$ cat src/common/wb_pkg.sv
package wb_pkg;

    // datapath and register widths
    localparam int xlen       = 32;
    localparam int reg_addr_w = 5;
    localparam int ecode_w    = 7;

    // andi r0, r0, 0
    localparam logic [xlen-1:0] inst_nop = 32'h0340_0000;

    // where a lane's writeback value comes from
    typedef enum logic [1:0] {
        src_alu  = 2'd0,
        src_link = 2'd1,
        src_load = 2'd2,
        src_csr  = 2'd3
    } src_kind_t;

    // estat ecode values
    localparam logic [ecode_w-1:0] exp_int  = 7'h00;
    localparam logic [ecode_w-1:0] exp_pil  = 7'h01;
    localparam logic [ecode_w-1:0] exp_pis  = 7'h02;
    localparam logic [ecode_w-1:0] exp_pif  = 7'h03;
    localparam logic [ecode_w-1:0] exp_pme  = 7'h04;
    localparam logic [ecode_w-1:0] exp_ppi  = 7'h07;
    localparam logic [ecode_w-1:0] exp_adef = 7'h08;
    localparam logic [ecode_w-1:0] exp_ale  = 7'h09;
    localparam logic [ecode_w-1:0] exp_sys  = 7'h0b;
    localparam logic [ecode_w-1:0] exp_brk  = 7'h0c;
    localparam logic [ecode_w-1:0] exp_ine  = 7'h0d;
    localparam logic [ecode_w-1:0] exp_tlbr = 7'h3f;

    // one lane of the issue bundle from ex1
    typedef struct packed {
        logic                  valid;
        logic [xlen-1:0]       pc;
        logic [xlen-1:0]       inst;
        logic [reg_addr_w-1:0] rd;
        src_kind_t             kind;
        logic [xlen-1:0]       result;
    } issue_t;

    // lane 0 exception from earlier stages
    typedef struct packed {
        logic               valid;
        logic [ecode_w-1:0] ecode;
        logic [xlen-1:0]    badv;
    } exc_in_t;

    // register file write port
    typedef struct packed {
        logic                  we;
        logic [reg_addr_w-1:0] rd;
        logic [xlen-1:0]       data;
    } wb_write_t;

    // record handed to the csr file on an exception
    typedef struct packed {
        logic               flush;
        logic               wen_badv;
        logic [xlen-1:0]    badv;
        logic               wen_vppn;
        logic [18:0]        vppn;
        logic               wen_era;
        logic [xlen-1:0]    era;
        logic [ecode_w-1:0] ecode;
        logic               tlb_refill;
        logic               is_int;
    } exc_commit_t;

    // address faults that latch badv
    function automatic logic is_badv_code(input logic [ecode_w-1:0] code);
        return (code == exp_pil) || (code == exp_pis) || (code == exp_pif) ||
               (code == exp_pme) || (code == exp_ppi) || (code == exp_adef) ||
               (code == exp_ale) || (code == exp_tlbr);
    endfunction

    // tlb related faults only, adef and ale excluded
    function automatic logic is_vppn_code(input logic [ecode_w-1:0] code);
        return (code == exp_pil) || (code == exp_pis) || (code == exp_pif) ||
               (code == exp_pme) || (code == exp_ppi) || (code == exp_tlbr);
    endfunction

endpackage
$ cat src/verilog/wb_top.sv
`timescale 1ns/1ps

module wb_top #(
    parameter int trace_wen_w = 4
) (
    input  logic                    clk,
    input  logic                    aresetn,
    input  wb_pkg::issue_t          lane0,
    input  wb_pkg::issue_t          lane1,
    input  wb_pkg::exc_in_t         exc,
    input  logic                    cpu_interrupt,
    input  logic [wb_pkg::xlen-1:0] dcache_data,
    input  logic                    dcache_ready,
    input  logic [wb_pkg::xlen-1:0] csr_data,
    input  logic [wb_pkg::xlen-1:0] eentry,
    input  logic [wb_pkg::xlen-1:0] tlbrentry,
    output logic                    allowin,
    output wb_pkg::wb_write_t       wr0,
    output wb_pkg::wb_write_t       wr1,
    output wb_pkg::exc_commit_t     commit,
    output logic [wb_pkg::xlen-1:0] redirect_pc,
    output logic [wb_pkg::xlen-1:0] trace0_pc,
    output logic [wb_pkg::xlen-1:0] trace0_inst,
    output logic [trace_wen_w-1:0]  trace0_wen,
    output logic [wb_pkg::reg_addr_w-1:0] trace0_wnum,
    output logic [wb_pkg::xlen-1:0] trace0_wdata,
    output logic                    trace0_valid,
    output logic [wb_pkg::xlen-1:0] trace1_pc,
    output logic [wb_pkg::xlen-1:0] trace1_inst,
    output logic [trace_wen_w-1:0]  trace1_wen,
    output logic [wb_pkg::reg_addr_w-1:0] trace1_wnum,
    output logic [wb_pkg::xlen-1:0] trace1_wdata,
    output logic                    trace1_valid
);
    import wb_pkg::*;

    // registered pc and inst, lane select to trace
    logic [xlen-1:0] pc0_q;
    logic [xlen-1:0] inst0_q;
    logic [xlen-1:0] pc1_q;
    logic [xlen-1:0] inst1_q;

    // value mux, load stall and write enables
    wb_lane_select u_lane_select (
        .clk          (clk),
        .aresetn      (aresetn),
        .lane0        (lane0),
        .lane1        (lane1),
        .exc_valid    (exc.valid),
        .cpu_interrupt(cpu_interrupt),
        .flush        (commit.flush),
        .dcache_data  (dcache_data),
        .dcache_ready (dcache_ready),
        .csr_data     (csr_data),
        .allowin      (allowin),
        .wr0          (wr0),
        .wr1          (wr1),
        .pc0_q        (pc0_q),
        .inst0_q      (inst0_q),
        .pc1_q        (pc1_q),
        .inst1_q      (inst1_q)
    );

    // era comes from lane 0 pc of the trapping cycle
    exc_commit u_exc_commit (
        .clk          (clk),
        .aresetn      (aresetn),
        .exc          (exc),
        .cpu_interrupt(cpu_interrupt),
        .pc0          (lane0.pc),
        .eentry       (eentry),
        .tlbrentry    (tlbrentry),
        .commit       (commit),
        .redirect_pc  (redirect_pc)
    );

    wb_trace #(
        .trace_wen_w(trace_wen_w)
    ) u_trace (
        .clk         (clk),
        .aresetn     (aresetn),
        .flush       (commit.flush),
        .wr0         (wr0),
        .wr1         (wr1),
        .pc0         (pc0_q),
        .inst0       (inst0_q),
        .pc1         (pc1_q),
        .inst1       (inst1_q),
        .trace0_pc   (trace0_pc),
        .trace0_inst (trace0_inst),
        .trace0_wen  (trace0_wen),
        .trace0_wnum (trace0_wnum),
        .trace0_wdata(trace0_wdata),
        .trace0_valid(trace0_valid),
        .trace1_pc   (trace1_pc),
        .trace1_inst (trace1_inst),
        .trace1_wen  (trace1_wen),
        .trace1_wnum (trace1_wnum),
        .trace1_wdata(trace1_wdata),
        .trace1_valid(trace1_valid)
    );

endmodule

$ cat src/wb_stage/wb_trace.sv
`timescale 1ns/1ps

module wb_trace #(
    parameter int trace_wen_w = 4
) (
    input  logic                    clk,
    input  logic                    aresetn,
    input  logic                    flush,
    input  wb_pkg::wb_write_t       wr0,
    input  wb_pkg::wb_write_t       wr1,
    input  logic [wb_pkg::xlen-1:0] pc0,
    input  logic [wb_pkg::xlen-1:0] inst0,
    input  logic [wb_pkg::xlen-1:0] pc1,
    input  logic [wb_pkg::xlen-1:0] inst1,
    output logic [wb_pkg::xlen-1:0] trace0_pc,
    output logic [wb_pkg::xlen-1:0] trace0_inst,
    output logic [trace_wen_w-1:0]  trace0_wen,
    output logic [wb_pkg::reg_addr_w-1:0] trace0_wnum,
    output logic [wb_pkg::xlen-1:0] trace0_wdata,
    output logic                    trace0_valid,
    output logic [wb_pkg::xlen-1:0] trace1_pc,
    output logic [wb_pkg::xlen-1:0] trace1_inst,
    output logic [trace_wen_w-1:0]  trace1_wen,
    output logic [wb_pkg::reg_addr_w-1:0] trace1_wnum,
    output logic [wb_pkg::xlen-1:0] trace1_wdata,
    output logic                    trace1_valid
);
    import wb_pkg::*;

    logic [trace_wen_w-1:0] wen0_next;
    logic [trace_wen_w-1:0] wen1_next;

    // byte-enable style wen, only bit 0 carries the write
    always_comb begin
        wen0_next    = '0;
        wen1_next    = '0;
        wen0_next[0] = wr0.we;
        wen1_next[0] = wr1.we;
    end

    // valids follow the committed writes
    always_ff @(posedge clk) begin
        if (!aresetn) begin
            trace0_valid <= 1'b0;
            trace1_valid <= 1'b0;
        end else if (flush) begin
            trace0_valid <= 1'b0;
            trace1_valid <= 1'b0;
        end else begin
            trace0_valid <= wr0.we;
            trace1_valid <= wr1.we;
        end
    end

    // trace payload
    always_ff @(posedge clk) begin
        trace0_pc    <= pc0;
        trace1_pc    <= pc1;
        // show a nop on the flushed slot
        trace0_inst  <= flush ? inst_nop : inst0;
        trace1_inst  <= flush ? inst_nop : inst1;
        trace0_wen   <= wen0_next;
        trace1_wen   <= wen1_next;
        trace0_wnum  <= wr0.rd;
        trace1_wnum  <= wr1.rd;
        trace0_wdata <= wr0.data;
        trace1_wdata <= wr1.data;
    end

endmodule

$ cat src/wb_stage/exc_commit.sv
`timescale 1ns/1ps

module exc_commit (
    input  logic                    clk,
    input  logic                    aresetn,
    input  wb_pkg::exc_in_t         exc,
    input  logic                    cpu_interrupt,
    input  logic [wb_pkg::xlen-1:0] pc0,
    input  logic [wb_pkg::xlen-1:0] eentry,
    input  logic [wb_pkg::xlen-1:0] tlbrentry,
    output wb_pkg::exc_commit_t     commit,
    output logic [wb_pkg::xlen-1:0] redirect_pc
);
    import wb_pkg::*;

    logic               exc_any;
    logic [ecode_w-1:0] code;

    // any trap on lane 0 this cycle
    assign exc_any = exc.valid | cpu_interrupt;

    // interrupt wins over a synchronous exception
    assign code = cpu_interrupt ? exp_int : exc.ecode;

    // control bits of the record
    always_ff @(posedge clk) begin
        if (!aresetn) begin
            commit.flush      <= 1'b0;
            commit.wen_era    <= 1'b0;
            commit.wen_badv   <= 1'b0;
            commit.wen_vppn   <= 1'b0;
            commit.tlb_refill <= 1'b0;
            commit.is_int     <= 1'b0;
        end else begin
            commit.flush   <= exc_any;
            commit.wen_era <= exc_any;
            // exp_int is in neither set, so an interrupt writes no badv
            commit.wen_badv   <= exc_any & is_badv_code(code);
            commit.wen_vppn   <= exc_any & is_vppn_code(code);
            commit.tlb_refill <= exc_any & (code == exp_tlbr);
            commit.is_int     <= cpu_interrupt;
        end
    end

    // payload, qualified by the wen bits above
    always_ff @(posedge clk) begin
        commit.era   <= pc0;
        commit.ecode <= code;
        commit.badv  <= exc.badv;
        // vppn is the 8k page number of the faulting address
        commit.vppn  <= exc.badv[31:13];
    end

    // refill goes to its own entry, everything else to eentry
    assign redirect_pc = commit.tlb_refill ? tlbrentry : eentry;

endmodule

$ cat src/wb_stage/wb_lane_select.sv
`timescale 1ns/1ps

module wb_lane_select (
    input  logic                    clk,
    input  logic                    aresetn,
    input  wb_pkg::issue_t          lane0,
    input  wb_pkg::issue_t          lane1,
    input  logic                    exc_valid,
    input  logic                    cpu_interrupt,
    input  logic                    flush,
    input  logic [wb_pkg::xlen-1:0] dcache_data,
    input  logic                    dcache_ready,
    input  logic [wb_pkg::xlen-1:0] csr_data,
    output logic                    allowin,
    output wb_pkg::wb_write_t       wr0,
    output wb_pkg::wb_write_t       wr1,
    output logic [wb_pkg::xlen-1:0] pc0_q,
    output logic [wb_pkg::xlen-1:0] inst0_q,
    output logic [wb_pkg::xlen-1:0] pc1_q,
    output logic [wb_pkg::xlen-1:0] inst1_q
);
    import wb_pkg::*;

    // writeback value mux, shared by both lanes
    function automatic logic [xlen-1:0] pick_data(
        input src_kind_t       kind,
        input logic [xlen-1:0] result,
        input logic [xlen-1:0] load_data,
        input logic [xlen-1:0] csr_rd
    );
        logic [xlen-1:0] data;
        case (kind)
            src_alu:  data = result;
            // bl / jirl write the return address
            src_link: data = result + 32'd4;
            src_load: data = load_data;
            src_csr:  data = csr_rd;
            default:  data = result;
        endcase
        return data;
    endfunction

    logic            load_wait;
    logic            kill;
    logic            we0_next;
    logic            we1_next;
    logic [xlen-1:0] data0_next;
    logic [xlen-1:0] data1_next;

    // lane 0 load still waiting on the dcache
    assign load_wait = lane0.valid && (lane0.kind == src_load) && !dcache_ready;

    // back-pressure to ex1, comb and never gated by reset
    assign allowin = !load_wait;

    // exception this cycle or flush from the previous one
    assign kill = exc_valid | cpu_interrupt | flush;

    assign we0_next = lane0.valid & allowin & ~kill;

    // no load path on lane 1
    assign we1_next = lane1.valid & (lane1.kind != src_load) & allowin & ~kill;

    assign data0_next = pick_data(lane0.kind, lane0.result, dcache_data, csr_data);
    assign data1_next = pick_data(lane1.kind, lane1.result, dcache_data, csr_data);

    // write enables
    always_ff @(posedge clk) begin
        if (!aresetn) begin
            wr0.we <= 1'b0;
            wr1.we <= 1'b0;
        end else begin
            wr0.we <= we0_next;
            wr1.we <= we1_next;
        end
    end

    // write payload, only meaningful while we is high
    always_ff @(posedge clk) begin
        wr0.rd   <= lane0.rd;
        wr0.data <= data0_next;
        wr1.rd   <= lane1.rd;
        wr1.data <= data1_next;
    end

    // pc and inst for the debug trace
    // held steady upstream during a stall so they stay aligned
    always_ff @(posedge clk) begin
        pc0_q   <= lane0.pc;
        inst0_q <= lane0.inst;
        pc1_q   <= lane1.pc;
        inst1_q <= lane1.inst;
    end

endmodule

$ cat config.mk
export PLATFORM = sky130hd
export DESIGN_NAME = wb_top
export DESIGN_NICKNAME = d
export VERILOG_FILES = /design/src/common/wb_pkg.sv /design/src/verilog/wb_top.sv /design/src/wb_stage/wb_trace.sv /design/src/wb_stage/exc_commit.sv /design/src/wb_stage/wb_lane_select.sv
export SDC_FILE = /design/constraint.sdc
export NUM_CORES = 1
export LEC_CHECK = 0
export BUFFER_PORTS_ARGS = -buffer_cell sky130_fd_sc_hd__buf_2
export CORE_AREA = 2 2 310 312
export DETAILED_ROUTE_END_ITERATION = 16
export DIE_AREA = 0 0 312 314
export MAX_ROUTING_LAYER = met4
export PLACE_DENSITY = 0.34
export SLEW_MARGIN = 20
export SYNTH_ARGS = -nofsm -noshare
export SYNTH_HDL_FRONTEND = slang
export SYNTH_SLANG_ARGS = --single-unit
$ cat constraint.sdc
create_clock -name clk -period 1.6 [get_ports clk]
set_input_delay 0.16 -clock clk [delete_from_list [all_inputs] [get_ports clk]]
set_output_delay 0.16 -clock clk [all_outputs]
set_load 0.01 [all_outputs]
==> summary.md <==
| Metric | Value |
|---|---|
| Worst-case reg-to-reg path depth | `4` |
| Library cell occupying the most area in the post-synthesis netlist | `dfxtp_1` |
| FFs w/ async S/R, synth | `0%` |
| Worst-case setup slack after placement | `-0.209 ns` |
| Highest fanout seen on the critical path | `8` |
| Row count | `113` |
| Worst endpoint data arrival time | `1.71 ns` |
| DP Area | `19700 µm²` |
| Violated checks | `setup timing` |
| Area growth from synthesis to final layout | `86.9%` |
| Buffers and inverters on the worst path | `3` |
| Crit Path Category | `register to primary output` |
| Setup slack of the critical path after layout | `-0.271 ns` |
| Number of ports placed on the die boundary | `797` |
| Proportion of layout cells with a drive suffix above 1 | `47.0%` |
| Routed wire length per instance | `21.3 µm` |
| Cell count after placement | `3224` |
| Critical Path RT | `1.44 ns` |
| Path type of the worst min-delay path | `input pin to register` |
| Gate power share | `13.3%` |
| Share of the synthesized area in the top cell type | `67.9%` |
| Reg2reg setup slack | `0.30 ns` |
| Chip width | `312 µm` |
| Startpoint of the worst hold path | `dcache_data[18]` |
| Overall overflow remaining after global route | `0` |
| Leakage power summed over all cells | `0.0114 µW` |
| Pin count of the biggest net entering global routing | `31` |
| Inserted Clock Buffers | `55` |
| Type of destination of the critical path | `primary output` |
| Total Die Area | `98000 µm²` |
| H-tree depth reported by CTS | `2` |
| Run status | `finished, violations left` |
| Maximum capacitance violations | `0` |
| Largest delay contributor family on the critical path | `flip-flops` |
| Sequential share of power | `42.7%` |
| Pwr per Cell Area | `1160 nW/µm²` |
| Post-Layout Inst Area | `25000 µm²` |
| Net switching component of the power | `7480 µW` |
| Detailed-route wire length | `77600 µm` |
| Worst clock skew | `0.0179 ns` |
| Weighted congestion at the end of routability-driven global placement | `0.917` |
| Largest cells by area after synthesis | `dfxtp_1 (68%), nor2b_1 (3.5%), mux2_2 (3.3%)` |
| Flip-flop and latch count after synthesis | `454` |
| Count of cell types in the netlist | `69` |
| Vias per cell | `3.70` |
| Biggest registers after layout | `u_exc_commit.commit: 76 flops, u_lane_select.wr0: 38 flops, u_lane_select.wr1: 38 flops` |
| Transition time at the pin with the least slew margin | `0.521 ns` |
| Share of the clock period used by the worst path after layout | `117%` |
| Slew headroom | `65.3%` |
| Post-CTS clock slew at the launch and capture registers of the worst setup and hold paths | `0.06 ns` |
| FF-to-FF Start | `u_exc_commit.commit[41]` |
| Initial standard-cell utilization of the core | `14.2%` |
| Filler-free cell count of the finished design | `3648` |
| Post-synthesis sequential area ratio | `67.9%` |
| Count of mapped cells out of synthesis | `1108` |
| Slowest CP cell | `dfxtp_4` |
| Remaining DRCs | `0` |
| Worst reg2reg endpoint | `u_lane_select.wr1[37]` |
| Synthesized area per cell | `12.1 µm²` |
| Wire length of the first global-routing pass | `105000 µm` |
| Max FFs per register | `76` |
| Clock latency reported for the late side of the worst-skew pair | `0.63 ns` |
| Core outline area | `94400 µm²` |
| Synthesis warning total | `0` |
| Port buffer count | `790` |
| Number of design-rule violations left by the first detailed-router iteration | `605` |
| Internal portion of total power | `21600 µW` |
| Residual antenna-violating net count after detailed routing | `0` |
| Dominant register cell in the synthesized netlist | `dfxtp_1` |
| Clock Path Buffers | `3` |
| Post-layout min period | `1.87 ns` |
| Count of TritonRoute iterations in the first routing pass | `4` |
| Fin util | `26.5%` |
| Number of nets in the layout | `2692` |
| Multi-input gate area | `4040 µm²` |
| Timing-limited maximum frequency | `0.534 GHz` |
| Register with the highest flop count | `u_exc_commit.commit` |
| Longest individual stage delay on the worst path | `0.41 ns` |
| CTS tree | `yes` |
| Die Y-Extent | `314 µm` |
| HPWL reported at the end of detailed placement | `62300 µm` |
| Cell breakdown of the critical path | `buf_12 -> buf_16 -> mux2_4 -> buf_6` |
| Final-report hold violation count | `0` |
| Number of fill cells in the layout | `10.2k` |
| Synth Cell Area | `13400 µm²` |
| Setup violations, final | `32` |
| Crit path from | `u_exc_commit.commit[1]` |
| Clock Root Buffer | `clkbuf_16` |
| Share of power burned in the clock network | `44.0%` |
| Worst voltage drop across the vdd grid | `748 µV` |
| Worst Hold End | `u_lane_select.wr1[18]` |
| Worst Hold Depth | `5` |
| Area taken by flip-flops and latches | `9100 µm²` |
| RSZ-0062 raised after global routing | `yes` |
| Max Transition Viols Final | `0` |
| Worst setup SP type | `register` |
| Vias in the first global route | `14.1k` |
| Total routing usage reported by global routing | `15.5%` |
| Num Clock Sinks | `454` |
| Total Power | `29100 µW` |
| Number of vias after detailed routing | `13.5k` |
| Switching portion of total power | `25.7%` |
| Count of flip-flops with a built-in enable after synthesis | `0` |
| Number of antenna violations at the first check in global routing | `33` |
==> synthesized netlist by cell type (4+ instances only) <==
cell and n:
nand3_1 32, buf_1 10, and2_1 11, o31ai_1 4, dfxtp_1 454, o2bb2ai_1 6
a22oi_1 5, nor3_1 12, mux2i_1 26, clkbuf_1 38, a211oi_1 11, o22ai_1 12
a221oi_1 4, nand4_1 21, or2_2 9, nand2b_1 10, mux2_2 39, nor4_1 8
nand2_1 33, buf_4 28, a31oi_1 13, inv_1 14, o211ai_1 4, nand3b_1 4
a32oi_1 10, a2bb2oi_1 4, a311oi_1 7, o21a_1 4, and3_1 6, o21ai_0 31
nor2b_1 75, or3_1 10, a21oi_1 41, and4_1 9, nor2_1 41
==> cells by family (layout without fill, tap and decap cells) <==
kind of cell	Yosys count	count (layout)	share of synthesized area (%)
DFF	454	454	67.9
other	1	34	0.0280
AOI/OAI and AO/OA	185	185	9.35
adders and majority gates	2	2	0.187
and+or+nand+nor	303	303	13.2
muxes	68	68	5.73
buffers and inverters	93	1335	3.41
xor gates and xnor gates	2	2	0.131
==> repair_timing <==
item,in CTS,in global routing
endpoints found under the hold margin,242,0
hold buffers,283,0
pin swaps,0,5
cloned,4,1
setup buffers,2,7
endpoints found under the setup margin,36,45
gates resized for setup,29,43
==> cell type report <==
| cell class | instances | area share [%] |
|---|---|---|
| antenna | 28 | 0.280 |
| clock buffer | 77 | 6.36 |
| clock inverter | 25 | 1.21 |
| inverter | 15 | 0.225 |
| multi-input combinational | 566 | 16.2 |
| sequential | 454 | 36.4 |
| tap | 1265 | 6.33 |
| timing repair buffer | 1218 | 33.1 |
==> cells in the final DEF, fill, tap and decap left out, drive strengths merged, types with 10 or more instances in the layout <==
cell         netlist  layout
and4              10      10
dfxtp            454     454
mux2              39      39
inv               14      17
and2              11      11
or3               10      10
a211oi            11      11
a32oi             10      10
diode              0      28
nand2b            10      10
o21ai             31      31
dlygate4sd3        0     282
nor2b             75      75
o22ai             12      12
nor4              10      10
a31oi             13      13
nand3             32      32
nand4             24      24
nor3              12      12
buf               39     933
nand2             33      33
nor2              41      41
clkbuf            39      78
clkinv             1      17
mux2i             26      26
a21oi             41      41
==> metal layers <==
metal	up-vias	routed length (µm)	global-route usage (%)
met4	0	2940	6.18
met3	109	5330	4.22
li1	6341	-	-
met2	608	39200	26.8
met5	-	0	-
met1	6427	30100	16.7
==> worst max-delay path by stage <==
stage / end / slack (ns) / depth (start not counted)
floorplan: u_lane_select.wr0[28] / -0.05 / 5
global placement: u_lane_select.wr0[20] / -0.21 / 8
detailed placement: u_lane_select.wr0[20] / -0.21 / 8
CTS: redirect_pc[0] / -0.36 / 3
global route: redirect_pc[12] / -0.36 / 4
finish: redirect_pc[12] / -0.27 / 4
==> power groups by stage <==
stage / sequential (µW) / combinational, µW / clock [µW]
after floorplan: 12900 / 765 / 0
after global placement: 12700 / 3170 / 0
after detailed placement: 12700 / 3140 / 0
after CTS: 12500 / 3880 / 13300
after global routing: 12500 / 4100 / 13800
final: 12400 / 3860 / 12800
==> tightest hold or removal path: cells and delay by family <==
| family | cells | cell delay, ns |
|---|---|---|
| AO/OA/AOI/OAI | 1 | 0.10 |
| buffers and inverters | 1 | 0.13 |
| multiplexers | 1 | 0.08 |
| AND/OR/NAND/NOR | 2 | 0.19 |
==> metrics by stage <==
step	setup TNS [ns]	hold WS, ns
6_report	-7.48	0.0533
5_1_grt	-10.13	0.0334
4_1_cts	-10.09	0.000160
3_5_place_dp	-3.28	0.264
3_3_place_gp	-2.33	0.263
2_1_floorplan	-0.0481	0.188
Note: power is estimated with default switching activity, not from simulation.
